<file path="config.mk">
export PLATFORM = sky130hd
export DESIGN_NAME = backup_loader
export DESIGN_NICKNAME = d
export VERILOG_FILES = /design/src/save_pkg.sv /design/src/backup_loader.sv
export VERILOG_INCLUDE_DIRS = /design/src
export SDC_FILE = /design/constraint.sdc
export NUM_CORES = 1
export LEC_CHECK = 0
export BUFFER_PORTS_ARGS = -buffer_cell sky130_fd_sc_hd__buf_4
export CORE_ASPECT_RATIO = 1.4
export CORE_MARGIN = 1
export CORE_UTILIZATION = 56
export DETAILED_ROUTE_END_ITERATION = 8
export HOLD_SLACK_MARGIN = 0.03
export PLACE_DENSITY_LB_ADDON = 0.25
export SLEW_MARGIN = 20
export SYNTH_ARGS = -nofsm -noshare
export SYNTH_HDL_FRONTEND = slang
export SYNTH_SLANG_ARGS = --single-unit
</file>
<file path="constraint.sdc">
create_clock -name clk_sys_32 -period 2.95 [get_ports clk_sys_32]
set_clock_uncertainty 0.2 [all_clocks]
set_input_delay 0.59 -clock clk_sys_32 [delete_from_list [all_inputs] [get_ports clk_sys_32]]
set_output_delay 0.59 -clock clk_sys_32 [all_outputs]
set_load 0.005 [all_outputs]
</file>
<file path="src/save_config.svh">
`ifndef SAVE_CONFIG_SVH
`define SAVE_CONFIG_SVH

//////////////////////////////////////////////////////////////////////
// eeprom geometry
//////////////////////////////////////////////////////////////////////

`define SAVE_ADDR_W    13      // 8 KB image
`define SAVE_DATA_W    8

// backup source addressing
`define SAVE_OFFSET_W  9       // byte offset within a 512 byte sector
`define SAVE_LBA_W     4       // low sector bits, sixteen sectors

// loader queue depth, also credits held by the source after reset
`define BK_CREDITS     4

//////////////////////////////////////////////////////////////////////
// rtc stamp layout
//////////////////////////////////////////////////////////////////////

`define RTC_HDR_LEN    11      // validation header bytes
`define RTC_STAMP_LEN  18      // header + six time fields + checksum

// year byte, the remaining fields follow, checksum lands on 1fff
`define RTC_TIME_BASE  13'h1FF9

`endif

</file>
<file path="src/save_pkg.sv">
`default_nettype none

`include "save_config.svh"

package save_pkg;

  // data and address words of the eeprom image
  typedef logic [`SAVE_DATA_W-1:0] byte_t;
  typedef logic [`SAVE_ADDR_W-1:0] eeprom_addr_t;

  // stamp writer sequence
  typedef enum logic [1:0] {
    IDLE,      // waiting for a start pulse
    HEADER,    // validation header bytes
    TIME,      // converted year .. second
    CHECKSUM   // 8-bit sum of the time fields
  } rtc_state_e;

  // writer holding the ram write port this cycle
  typedef enum logic [1:0] {
    NONE,
    RTC,
    BACKUP
  } wr_owner_e;

endpackage

`default_nettype wire

</file>
<file path="src/backup_loader.sv">
`timescale 1ns/1ps
`default_nettype none

`include "save_config.svh"

module backup_loader (
  input  wire                     clk_sys_32,
  input  wire                     reset,
  input  wire                     bk_valid,
  input  wire [`SAVE_LBA_W-1:0]   bk_lba,
  input  wire [`SAVE_OFFSET_W-1:0] bk_offset,
  input  wire save_pkg::byte_t    bk_data,
  input  wire                     bk_grant,
  output logic                    bk_req,
  output save_pkg::eeprom_addr_t  bk_addr,
  output save_pkg::byte_t         bk_wdata,
  output logic                    bk_credit
);

  localparam int PTR_W = $clog2(`BK_CREDITS);

  // queue storage, one entry per outstanding credit
  save_pkg::eeprom_addr_t q_addr [0:`BK_CREDITS-1];
  save_pkg::byte_t        q_data [0:`BK_CREDITS-1];

  logic [PTR_W-1:0] wr_ptr;
  logic [PTR_W-1:0] rd_ptr;
  logic [PTR_W:0]   count;
  logic             full;
  logic             push;
  logic             pop;

  assign full = (count == (PTR_W+1)'(`BK_CREDITS));
  assign push = bk_valid && !full;
  assign pop  = bk_req && bk_grant;  // head written this edge

  //////////////////////////////////////////////////////////////////////
  // write side
  //////////////////////////////////////////////////////////////////////

  always_ff @(posedge clk_sys_32) begin
    if (push) begin
      q_addr[wr_ptr] <= {bk_lba, bk_offset};  // sector low bits over offset
      q_data[wr_ptr] <= bk_data;
    end
  end

  //////////////////////////////////////////////////////////////////////
  // pointers and occupancy
  //////////////////////////////////////////////////////////////////////

  always_ff @(posedge clk_sys_32) begin
    if (reset) begin
      wr_ptr    <= '0;
      rd_ptr    <= '0;
      count     <= '0;
      bk_credit <= 1'b0;
    end else begin
      if (push) begin
        if (wr_ptr == PTR_W'(`BK_CREDITS - 1)) wr_ptr <= '0;
        else wr_ptr <= wr_ptr + 1'b1;
      end
      if (pop) begin
        if (rd_ptr == PTR_W'(`BK_CREDITS - 1)) rd_ptr <= '0;
        else rd_ptr <= rd_ptr + 1'b1;
      end

      case ({push, pop})
        2'b10:   count <= count + 1'b1;
        2'b01:   count <= count - 1'b1;
        default: count <= count;  // idle or push and pop together
      endcase

      bk_credit <= pop;  // one credit back per byte landed
    end
  end

  // head of queue goes straight to the arbiter
  assign bk_req   = (count != '0);
  assign bk_addr  = q_addr[rd_ptr];
  assign bk_wdata = q_data[rd_ptr];

  // a byte with the queue full means the source sent without a credit
  a_credit_rule: assert property (@(posedge clk_sys_32) disable iff (reset)
    bk_valid |-> !full);

endmodule

`default_nettype wire

</file>
==> results.txt, run 1 <==
DR WL/cell - 18.57 µm
CP delay by family, top - multiplexers
post-CTS sizing - 0
Vias - 1,695
WL met1 - 2.209 mm
top-count cell post-synth - edfxtp_1
Area Overhead vs Synth - 18.19%
DRT Pass-1 Iters - 4
Psw - 0.8403 mW
Clock power frac - 23.7%
Yosys warning total - 0
fin area - 0.004179 mm²
outcome - finished, final reports clean
Critical path buffers and inverters - 2
Slew Viols, Final - 0
hold buffer count at CTS - 0
H-tree levels - 3
Int Pwr - 2.389 mW
CP max FO - 21
post-layout util - 69.80%
Core Box Area - 0.005987 mm²
WL final - 5.516 mm
Worst-Margin Slew - 0.4233 ns
Critical Path RT - 2.16 ns
Max transition margin - 71.74%
CTS Root Cell - clkbuf_8
CTS Sinks - 94
total grt overflow - 0
Top cell by count, worst path - buf_4
Site Rows - 33
Vias/cell - 5.707
Critical Path Max Stage Delay - 0.58 ns
number of synthesized flops with an enable pin - 84
VDD IR max - 0.5159 mV
crit path time final - 2.570 ns
Crit path depth - 3
#FFs+latches synth - 94
fill cell count - 356
Cell Area, Placed - 0.003995 mm²
Global Route Usage Sum - 18.87%
Clk Latency, worst-skew pair - 0.35 ns
Final nets - 254
die width - 69.16 µm
Max Buffers Root-to-Sink - 2
setup TNS - 0 ns
clock-pin slew on the worst setup and hold paths - 0.09 ns
largest net degree at the start of global routing - 22
layout cells sized above 1 - 41.85%
Worst Setup EP - bk_addr[5]
Post-CTS Repair Setup Buffers - 0
final period utilization - 87.12%
Synth Flop Type - edfxtp_1
Final setup violation count - 0
CTS Buf Count - 9
worst flop-to-flop path endpoint - count[2]
first-pass GRT wire length - 8.928 mm
sequential area share after synthesis - 77.00%
final worst slack - 0.3801 ns
Synth area leader - edfxtp_1
die outline height - 96.02 µm
R2R depth - 9
ranking of synthesized cells by area - edfxtp_1 (71%), mux4_2 (13%), dfxtp_1 (5.7%), ha_1 (2.1%), and3_1 (0.71%)
Reg-to-Reg Start - count[2]
Sw Ratio - 26.02%
f_max - 0.3891 GHz
Sequential Power Share - 51.8%
Highest Signal Layer - met4
die area - 0.006640 mm²
port bufs - 47
top cell type's share of synthesized area - 71.34%
vias in the first global route - 1,788
diode count - 0
Hold Path Class - in -> reg
Post-synth ARST share - 0%
DRC viols - 0
ordered list of cells on the worst path - buf_4, mux4_2, buf_4
initial antenna violation count - 0
Synth Area per Inst - 21.69 µm²
Synth Instances - 163
WP data arrival - 1.78 ns
critical path class - reg -> out
PD cells - 772.6 mW/mm²
setup slack, reg-to-reg - 0.42 ns
Place WS - 0.4276 ns
crit end category - output port
GPL Wtd Cong - 0.6591
Initial Util - 59.06%
Routed Antenna Nets - 0
initial DRC count - 102
Synth Cell Area - 0.003536 mm²
Leak Pwr - 1.475 nW
RSZ-0062 raised after global routing - false
syn nets - 195
crit start category - register
met2 WL - 2.993 mm
Cell variety after synth - 24
max_cap viols - 0
combinational power share - 24.5%
final hold violation count - 0
DPL Wire Length - 3.608 mm
most common library cells after synthesis - edfxtp_1 (84), mux4_2 (21), dfxtp_1 (10)
CTS tree - yes
metal3 WL - 204 µm
I/O pin total - 48
CP max stage cell - mux4_2
-- placed cells by master, fill, tap and decap left out, types with 2 or more instances in the layout --
cell / count
nor2_1: 5
buf_4: 53
a21oi_1: 3
edfxtp_1: 84
nand2b_1: 2
dfxtp_1: 10
clkbuf_8: 10
clkinv_4: 2
inv_6: 2
mux4_2: 21
ha_1: 6
and3_1: 4
xor2_1: 2
mux2i_1: 2
or3_1: 2
o31ai_2: 2
inv_1: 6
-- kinds of logic (layout without fill, tap and decap cells) --
logic type | after synthesis | in the layout | synth area share (%)
flops | 94 | 94 | 77.00
mux | 23 | 23 | 13.94
simple gates | 19 | 19 | 3.114
buf+inv | 12 | 76 | 1.486
fa+ha+maj | 7 | 7 | 2.689
compound gates | 6 | 6 | 1.274
xor+xnor | 2 | 2 | 0.4955
-- area by class of cell --
cell class	instances	area (µm²)	share of cell area (%)
Timing Repair Buffer	53	397.9	9.521
Clock inverter	5	42.54	1.018
Multi-Input combinational cell	57	760.7	18.20
Inverter	7	26.28	0.6287
Clock buffer	11	141.4	3.383
Sequential cell	94	2723	65.15
Tap cell	70	87.58	2.096
-- worst min-delay path by stage --
| stage | cells after the start | slack (ns) | endpoint | from |
|---|---|---|---|---|
| 2_1_floorplan | 2 | 0.26 | register | rd_ptr[0] |
| 3_3_place_gp | 2 | 0.28 | rd_ptr[0] | rd_ptr[0] |
| 3_5_place_dp | 2 | 0.31 | rd_ptr[0] | rd_ptr[0] |
| 4_1_cts | 1 | 0.22 | q_addr[1][10] | bk_lba[1] |
| 5_1_grt | 1 | 0.21 | q_addr[1][10] | bk_lba[1] |
| 6_report | 1 | 0.23 | q_addr[1][10] | bk_lba[1] |
-- sequential cells by signal, summed over array words and instances (netlist names), named ones only --
name       flops
rd_ptr         2
wr_ptr         2
bk_credit      1
count          3
q_addr        52
q_data        32
-- stage by stage --
| step | power, mW | hold WS (ns) | cells |
|---|---|---|---|
| finish | 3.229 | 0.2277 | 297 |
| global route | 3.407 | 0.2150 | 297 |
| CTS | 3.271 | 0.2177 | 297 |
| detailed placement | 2.512 | 0.3122 | 281 |
| global placement | 2.461 | 0.2783 | 281 |
| floorplan | 2.161 | 0.2634 | 163 |
-- per-layer routing --
layer	GRT usage (%)	vias to the layer above
met2	33.25	44
met5	0	-
li1	-	777
met4	8.844	0
met1	21.74	865
met3	4.921	9
-- power by group through the flow --
stage          combinational, mW  clock, mW  sequential (mW)
2_1_floorplan              0.479          0             1.68
3_3_place_gp               0.775          0             1.69
3_5_place_dp               0.806          0             1.71
4_1_cts                    0.810      0.787             1.67
5_1_grt                    0.880      0.839             1.69
6_report                   0.792      0.765             1.67
No activity file was read; power rests on OpenSTA's default activity.
==> inputs of run 2 (changes only) <==
--- a/config.mk
+++ b/config.mk
@@ -8,11 +8,11 @@
 export LEC_CHECK = 0
 export BUFFER_PORTS_ARGS = -buffer_cell sky130_fd_sc_hd__buf_4
 export CORE_ASPECT_RATIO = 1.4
-export CORE_MARGIN = 1
 export CORE_UTILIZATION = 56
 export DETAILED_ROUTE_END_ITERATION = 8
 export HOLD_SLACK_MARGIN = 0.03
 export PLACE_DENSITY_LB_ADDON = 0.25
+export SETUP_SLACK_MARGIN = 0.5
 export SLEW_MARGIN = 20
 export SYNTH_ARGS = -nofsm -noshare
 export SYNTH_HDL_FRONTEND = slang
==> run 2 against run 1 <==
Against the previous run: sequential share of layout area decreased by 1.1 points; hold slack improved by 0.0014 ns; critical endpoint is now count[2]; sequential power about the same; critical path type is now reg -> reg; fmax increased by 7.3%; core utilization increased by 1.6 points; largest cell class unchanged; register-to-register slack improved by 0.14 ns; final cell count increased by 1.7%; flip-flop and latch count unchanged; combinational power increased by 12%.
==> results.txt, run 2 (same netlist as run 1, synthesis figures left out) <==
final hold violation count - 0 (unchanged)
H-tree levels - 3 (unchanged)
Vias - 1,728 (+1.9%)
Max Buffers Root-to-Sink - 2 (unchanged)
worst flop-to-flop path endpoint - count[2]
Sequential Power Share - 50.4% (-1.4 points)
Storage cell area - 0.002736 mm² (+0.51%)
CTS Sinks - 94 (unchanged)
setup slack, reg-to-reg - 0.56 ns (+0.14 ns)
biggest regs - q_addr x52, q_data x32, count x3
PD cells - 782.3 mW/mm² (+1.3%)
Site Rows - 33 (unchanged)
die area - 0.006640 mm² (unchanged)
crit path time final - 2.395 ns (-0.1753 ns)
first-pass GRT wire length - 9.121 mm (+2.2%)
clock-pin slew on the worst setup and hold paths - 0.09 ns (about the same)
critical path class - reg -> reg
Multi-input gate area - 769.5 µm² (+1.2%)
hold depth - 1 (unchanged)
final hold slack - 0.2291 ns (+0.001363 ns)
CP max FO - 3 (-86%)
Final nets - 259 (+2.0%)
vias in the first global route - 1,819 (+1.7%)
diode count - 0 (unchanged)
Max transition margin - 72.72% (+0.97 points)
Sw Ratio - 26.10% (+0.077 points)
Leak Pwr - 1.512 nW (+2.5%)
hold buffer count at CTS - 0 (unchanged)
Psw - 0.8731 mW (+3.9%)
Vias/cell - 5.722 (+0.26%)
Routed Antenna Nets - 0 (unchanged)
crit end category - register
DRC viols - 0 (unchanged)
DPL Wire Length - 3.608 mm (unchanged)
layout cells sized above 1 - 46.55% (+4.7 points)
WP data arrival - 2.48 ns (+0.70 ns)
Clock power frac - 23.0% (-0.7 points)
fill cell count - 347 (-2.5%)
WL final - 5.748 mm (+4.2%)
final period utilization - 81.17% (-5.9 points)
R2R depth - 9 (unchanged)
crit start category - register
RSZ-0062 raised after global routing - false
Global Route Usage Sum - 19.37% (+0.50 points)
largest net degree at the start of global routing - 22 (unchanged)
CP max stage cell - or3b_4
outcome - finished, final reports clean
f_max - 0.4176 GHz (+7.3%)
CTS Buf Count - 9 (unchanged)
Initial Util - 59.06% (unchanged)
Worst-Margin Slew - 0.4068 ns (-0.01648 ns)
most frequent cells in the layout - edfxtp_1 (84), buf_4 (55), mux4_2 (21)
hold_sp - bk_lba[1]
Hold EP - q_addr[1][10]
max_cap viols - 0 (unchanged)
Final setup violation count - 0 (unchanged)
Critical Path Max Stage Delay - 0.39 ns (-0.19 ns)
setup TNS - 0 ns (unchanged)
Int Pwr - 2.472 mW (+3.5%)
port bufs - 47 (unchanged)
max reg flops - 52 (unchanged)
Biggest register - q_addr
DR WL/cell - 19.03 µm (+2.5%)
die outline height - 96.02 µm (unchanged)
Hold Path Class - in -> reg
most common cell after layout, fill and taps aside - edfxtp_1
CTS Root Cell - clkbuf_8
Critical Path RT - 3.03 ns (+0.87 ns)
I/O pin total - 48 (unchanged)
initial DRC count - 108 (+5.9%)
Reg-to-Reg Start - count[0]
initial antenna violation count - 0 (unchanged)
DRT Pass-1 Iters - 6 (+2)
combinational power share - 26.6% (+2.1 points)
Total Power - 3.345 mW (+3.6%)
GPL Wtd Cong - 0.6591 (unchanged)
ordered list of cells on the worst path - or3b_4, and2_4, inv_2, ha_2, inv_1, fa_2, xor2_1, or3_1, a21oi_2
CTS tree - yes
Area Overhead vs Synth - 20.91%
Slew Viols, Final - 0 (unchanged)
Clk Latency, worst-skew pair - 0.35 ns (about the same)
Core Box Area - 0.005987 mm² (unchanged)
VDD IR max - 0.5046 mV (-2.2%)
die width - 69.16 µm (unchanged)
total grt overflow - 0 (unchanged)
[run 2: changes by cell type in the layout (fill, tap and decap cells not counted), sizes merged]
cell / change
buf: +5
[run 2: power by group through the flow]
stage	registers, mW	logic [mW]	clock network [mW]
after floorplan	1.68	0.479	0
after global placement	1.69	0.775	0
after detailed placement	1.71	0.806	0
after CTS	1.69	0.884	0.787
after global routing	1.70	0.978	0.840
final	1.69	0.889	0.770
[run 2: layout make-up]
type	count	area share, %
Clock inverter	5	0.9950
Sequential cell	94	64.00
Timing Repair Buffer	58	11.03
Multi-Input combinational cell	57	18.00
Inverter	7	0.6146
Tap cell	70	2.049
Clock buffer	11	3.307
[run 2: what timing repair did]
action / in CTS / in global routing
endpoints found under the hold margin: 0 / 0
gates resized for setup: 13 / 3
endpoints found under the setup margin: 22 / 11
setup buffers: 3 / 1
pin swaps: 2 / 0
gates cloned: 1 / 0
[run 2: per-stage QoR]
| step | util, % | area [µm²] | setup WS, ns | instances |
|---|---|---|---|---|
| after floorplan | - | 3536 | 0.5699 | 163 |
| after global placement | 66.73 | 3995 | 0.5293 | 281 |
| after detailed placement | 66.73 | 3995 | 0.4276 | 281 |
| after CTS | 71.12 | 4258 | 0.5197 | 301 |
| after global routing | 71.41 | 4275 | 0.5017 | 302 |
| final | 71.41 | 4275 | 0.5554 | 302 |
[run 2: how the worst max path moves through the flow]
stage | start | endpoint | slack, ns
after floorplan | count[2] | count[2] | 0.57
after global placement | count[2] | count[2] | 0.53
after detailed placement | count[2] | count[2] | 0.43
after CTS | register | bk_addr[5] | 0.52
after global routing | register | bk_addr[5] | 0.50
final | count[0] | count[2] | 0.56
[run 2: routing by layer]
layer	wire [µm]	track usage, %	vias up
li1	-	-	784
met1	2257	22.19	879
met2	3135	34.14	53
met3	231	5.026	12
met4	125	9.354	0
met5	0	0	-
[run 2: worst max-delay path: cells and delay by family, from the launching register on]
family / cells / cell delay (ns)
compound gates: 1 / 0.12
simple gates: 3 / 0.90
flops: 1 / 0.35
fa+ha+maj: 2 / 0.50
xor+xnor: 1 / 0.16
buf+inv: 2 / 0.10
==> inputs of run 3 (changes only) <==
--- a/config.mk
+++ b/config.mk
@@ -6,9 +6,10 @@
 export SDC_FILE = /design/constraint.sdc
 export NUM_CORES = 1
 export LEC_CHECK = 0
+export ABC_AREA = 1
 export BUFFER_PORTS_ARGS = -buffer_cell sky130_fd_sc_hd__buf_4
 export CORE_ASPECT_RATIO = 1.4
-export CORE_UTILIZATION = 56
+export CORE_UTILIZATION = 51
 export DETAILED_ROUTE_END_ITERATION = 8
 export HOLD_SLACK_MARGIN = 0.03
 export PLACE_DENSITY_LB_ADDON = 0.25
==> constraint.sdc (replaced) <==
create_clock -name clk_sys_32 -period 1.95 [get_ports clk_sys_32]
set_clock_uncertainty 0.2 [all_clocks]
set_input_delay 0.39 -clock clk_sys_32 [delete_from_list [all_inputs] [get_ports clk_sys_32]]
set_output_delay 0.39 -clock clk_sys_32 [all_outputs]
set_load 0.005 [all_outputs]
==> run 3 against run 2 <==
Against the previous run: the flow now finishes with violations (setup timing); largest cell class unchanged; hold slack got worse by 0.099 ns; non-clock buffer count is 48 higher; critical path depth fell by 5; core utilization rose by 2.2 points; final cell count increased by 59%.
==> results.txt, run 3 <==
biggest regs - q_addr x52, q_data x32, count x3
CTS Sinks - 94 (unchanged)
most frequent cells in the layout - edfxtp_1 (84), buf_4 (55), nor2_1 (39)
Vias - 2,499 (+45%)
initial DRC count - 183 (+69%)
die outline height - 103.1 µm (+7.4%)
final hold violation count - 0 (unchanged)
syn nets - 308 (+58%)
hold_sp - bk_valid
Worst-Margin Slew - 0.2827 ns (-0.1241 ns)
crit path time final - 2.025 ns
crit start category - register
die area - 0.007657 mm² (+15%)
Max transition margin - 81.13% (+8.4 points)
GPL Wtd Cong - 0.8292 (+26%)
max reg flops - 52 (unchanged)
most common cell after layout, fill and taps aside - edfxtp_1
Synth Area per Inst - 13.50 µm² (-38%)
Initial Util - 53.03% (-6.0 points)
vias in the first global route - 2,404 (+32%)
Synth Flop Type - edfxtp_1
sequential area share after synthesis - 73.07% (-3.9 points)
DRC viols - 0 (unchanged)
Final setup violation count - 18 (+18)
Synth Cell Area - 0.003726 mm² (+5.4%)
Global Route Usage Sum - 22.02% (+2.7 points)
VDD IR max - 0.8701 mV (+72%)
hold depth - 3 (+2)
setup TNS - -0.4285 ns (-0.4285 ns)
Final nets - 413 (+59%)
WL final - 7.927 mm (+38%)
Place WS - 0.07761 ns (-0.3500 ns)
max_cap viols - 0 (unchanged)
final period utilization - 103.8%
crit end category - output port
Post-synth ARST share - 0% (unchanged)
WP data arrival - 1.43 ns (-1.05 ns)
critical path class - reg -> out
Biggest register - q_addr
H-tree levels - 3 (unchanged)
final worst slack - -0.07465 ns (-0.6300 ns)
worst flop-to-flop path endpoint - q_addr[1][10]
number of synthesized flops with an enable pin - 84 (unchanged)
clock-pin slew on the worst setup and hold paths - 0.10 ns (about the same)
Slew Viols, Final - 0 (unchanged)
CP max FO - 13 (+10)
Synth area leader - edfxtp_1
Routed Antenna Nets - 0 (unchanged)
failing checks - setup timing
#FFs+latches synth - 94 (unchanged)
CTS Root Cell - clkbuf_8
fill cell count - 475 (+37%)
post-layout util - 73.61% (+2.2 points)
DR WL/cell - 16.48 µm (-13%)
f_max - 0.4939 GHz
I/O pin total - 48 (unchanged)
largest net degree at the start of global routing - 22 (unchanged)
top-count cell post-synth - edfxtp_1
die width - 74.24 µm (+7.4%)
Clk Latency, worst-skew pair - 0.36 ns (about the same)
Vias/cell - 5.195 (-9.2%)
Reg-to-Reg Start - count[2]
outcome - complete, but fails checks
Synth Instances - 276 (+69%)
DPL Wire Length - 4.158 mm (+15%)
Area Overhead vs Synth - 38.82%
top cell type's share of synthesized area - 67.70% (-3.6 points)
RSZ-0062 raised after global routing - true
first-pass GRT wire length - 11.77 mm (+29%)
setup slack, reg-to-reg - 0.10 ns (-0.46 ns)
R2R depth - 9 (unchanged)
ranking of synthesized cells by area - edfxtp_1 (68%), dfxtp_1 (5.4%), nor2_1 (5.3%), o22ai_1 (3.2%), o21ai_0 (3.1%)
Total Power - 6.344 mW (+90%)
most common library cells after synthesis - edfxtp_1 (84), nor2_1 (53), o21ai_0 (23)
Critical Path RT - 1.36 ns (-1.67 ns)
Core Box Area - 0.007027 mm² (+17%)
DRT Pass-1 Iters - 4 (-2)
CTS tree - yes
Site Rows - 36 (+9.1%)
layout cells sized above 1 - 40.67% (-5.9 points)
Cell variety after synth - 25 (+4.2%)
Yosys warning total - 0 (unchanged)
initial antenna violation count - 0 (unchanged)
diode count - 0 (unchanged)
PD cells - 1227 mW/mm² (+57%)
total grt overflow - 0 (unchanged)
port bufs - 47 (unchanged)
Hold EP - wr_ptr[1]
CTS Buf Count - 9 (unchanged)
Leak Pwr - 1.941 nW (+28%)
Max Buffers Root-to-Sink - 2 (unchanged)
Hold Path Class - in -> reg
-- run 3: changes by cell type in the layout (fill, tap and decap cells not counted), moves of 5 or more --
cell and delta:
inv_1 +5, o22ai_1 +15, o21ai_1 +22, o21ai_0 +15
buf_6 +17, nand2_2 +5, mux4_2 -21, o21ai_2 +6
dlygate4sd3_1 +22, nor2_4 +6, nor2_2 +12, nor2_1 +34
o22ai_2 +6
-- run 3: stage by stage --
step / cells / area [µm²] / hold slack, ns
3_5_place_dp: 416 / 4210 / 0.3276
4_1_cts: 476 / 5035 / 0.1087
6_report: 481 / 5172 / 0.1305
5_1_grt: 481 / 5172 / 0.1617
2_1_floorplan: 276 / 3752 / 0.2624
3_3_place_gp: 416 / 4210 / 0.3262
-- run 3: layer usage --
metal	vias to the layer above	wire length [µm]	GRT usage, %
met5	-	0	0
met4	0	176	9.434
li1	1203	-	-
met3	12	346	5.865
met2	71	4234	37.62
met1	1213	3170	26.07
-- run 3: critical path, cell delays in order, from the launching register on --
cell and delay, ns:
dfxtp_4 0.37, buf_12 0.16, o21ai_0 0.26, o22ai_2 0.13, buf_4 0.15
-- run 3: worst max-delay path by stage --
| stage | start | to | slack [ns] | cells past startpoint |
|---|---|---|---|---|
| finish | register | bk_addr[0] | -0.07 | 4 |
| global route | register | bk_addr[0] | -0.14 | 4 |
| CTS | register | bk_addr[4] | -0.05 | 5 |
| detailed placement | count[0] | count[2] | 0.08 | 12 |
| global placement | count[0] | count[2] | 0.15 | 12 |
| floorplan | count[1] | q_addr[0][0] | 0.19 | 4 |
-- run 3: kinds of logic (layout without fill, tap and decap cells) --
family          after synthesis  after routing  synth area share, %
buf+inv                      31            141                5.272
simple gates                 75             75                8.798
compound gates               69             69                10.31
fa+ha+maj                     7              7                2.552
flops                        94             94                73.07
-- run 3: timing repair --
| item | 4_1_cts | 5_1_grt |
|---|---|---|
| cloned | 8 | 1 |
| pin swaps | 12 | 17 |
| setup endpoints to repair | 109 | 112 |
| resized for setup | 62 | 28 |
| hold buffers | 22 | 0 |
| endpoints found under the hold margin | 85 | 0 |
| buffers inserted | 14 | 4 |
-- run 3: area by class of cell --
| type | instances | area, µm² | share of cell area (%) |
|---|---|---|---|
| clock buffers | 9 | 123.9 | 2.395 |
| clock inverters | 7 | 65.06 | 1.258 |
| inverters | 18 | 91.34 | 1.766 |
| multi-input cells | 151 | 964.7 | 18.65 |
| flip-flops and latches | 94 | 2734 | 52.85 |
| well taps | 95 | 118.9 | 2.298 |
| repair buffers | 106 | 1064 | 20.56 |
| repair inverters | 1 | 11.26 | 0.2177 |
-- run 3: where the power goes --
part	total [mW]	switching, mW	leakage (nW)	internal [mW]
Clock	1.25	0.665	0.0948	0.583
Combinational	2.54	1.25	0.991	1.28
Sequential	2.56	0.113	0.856	2.45
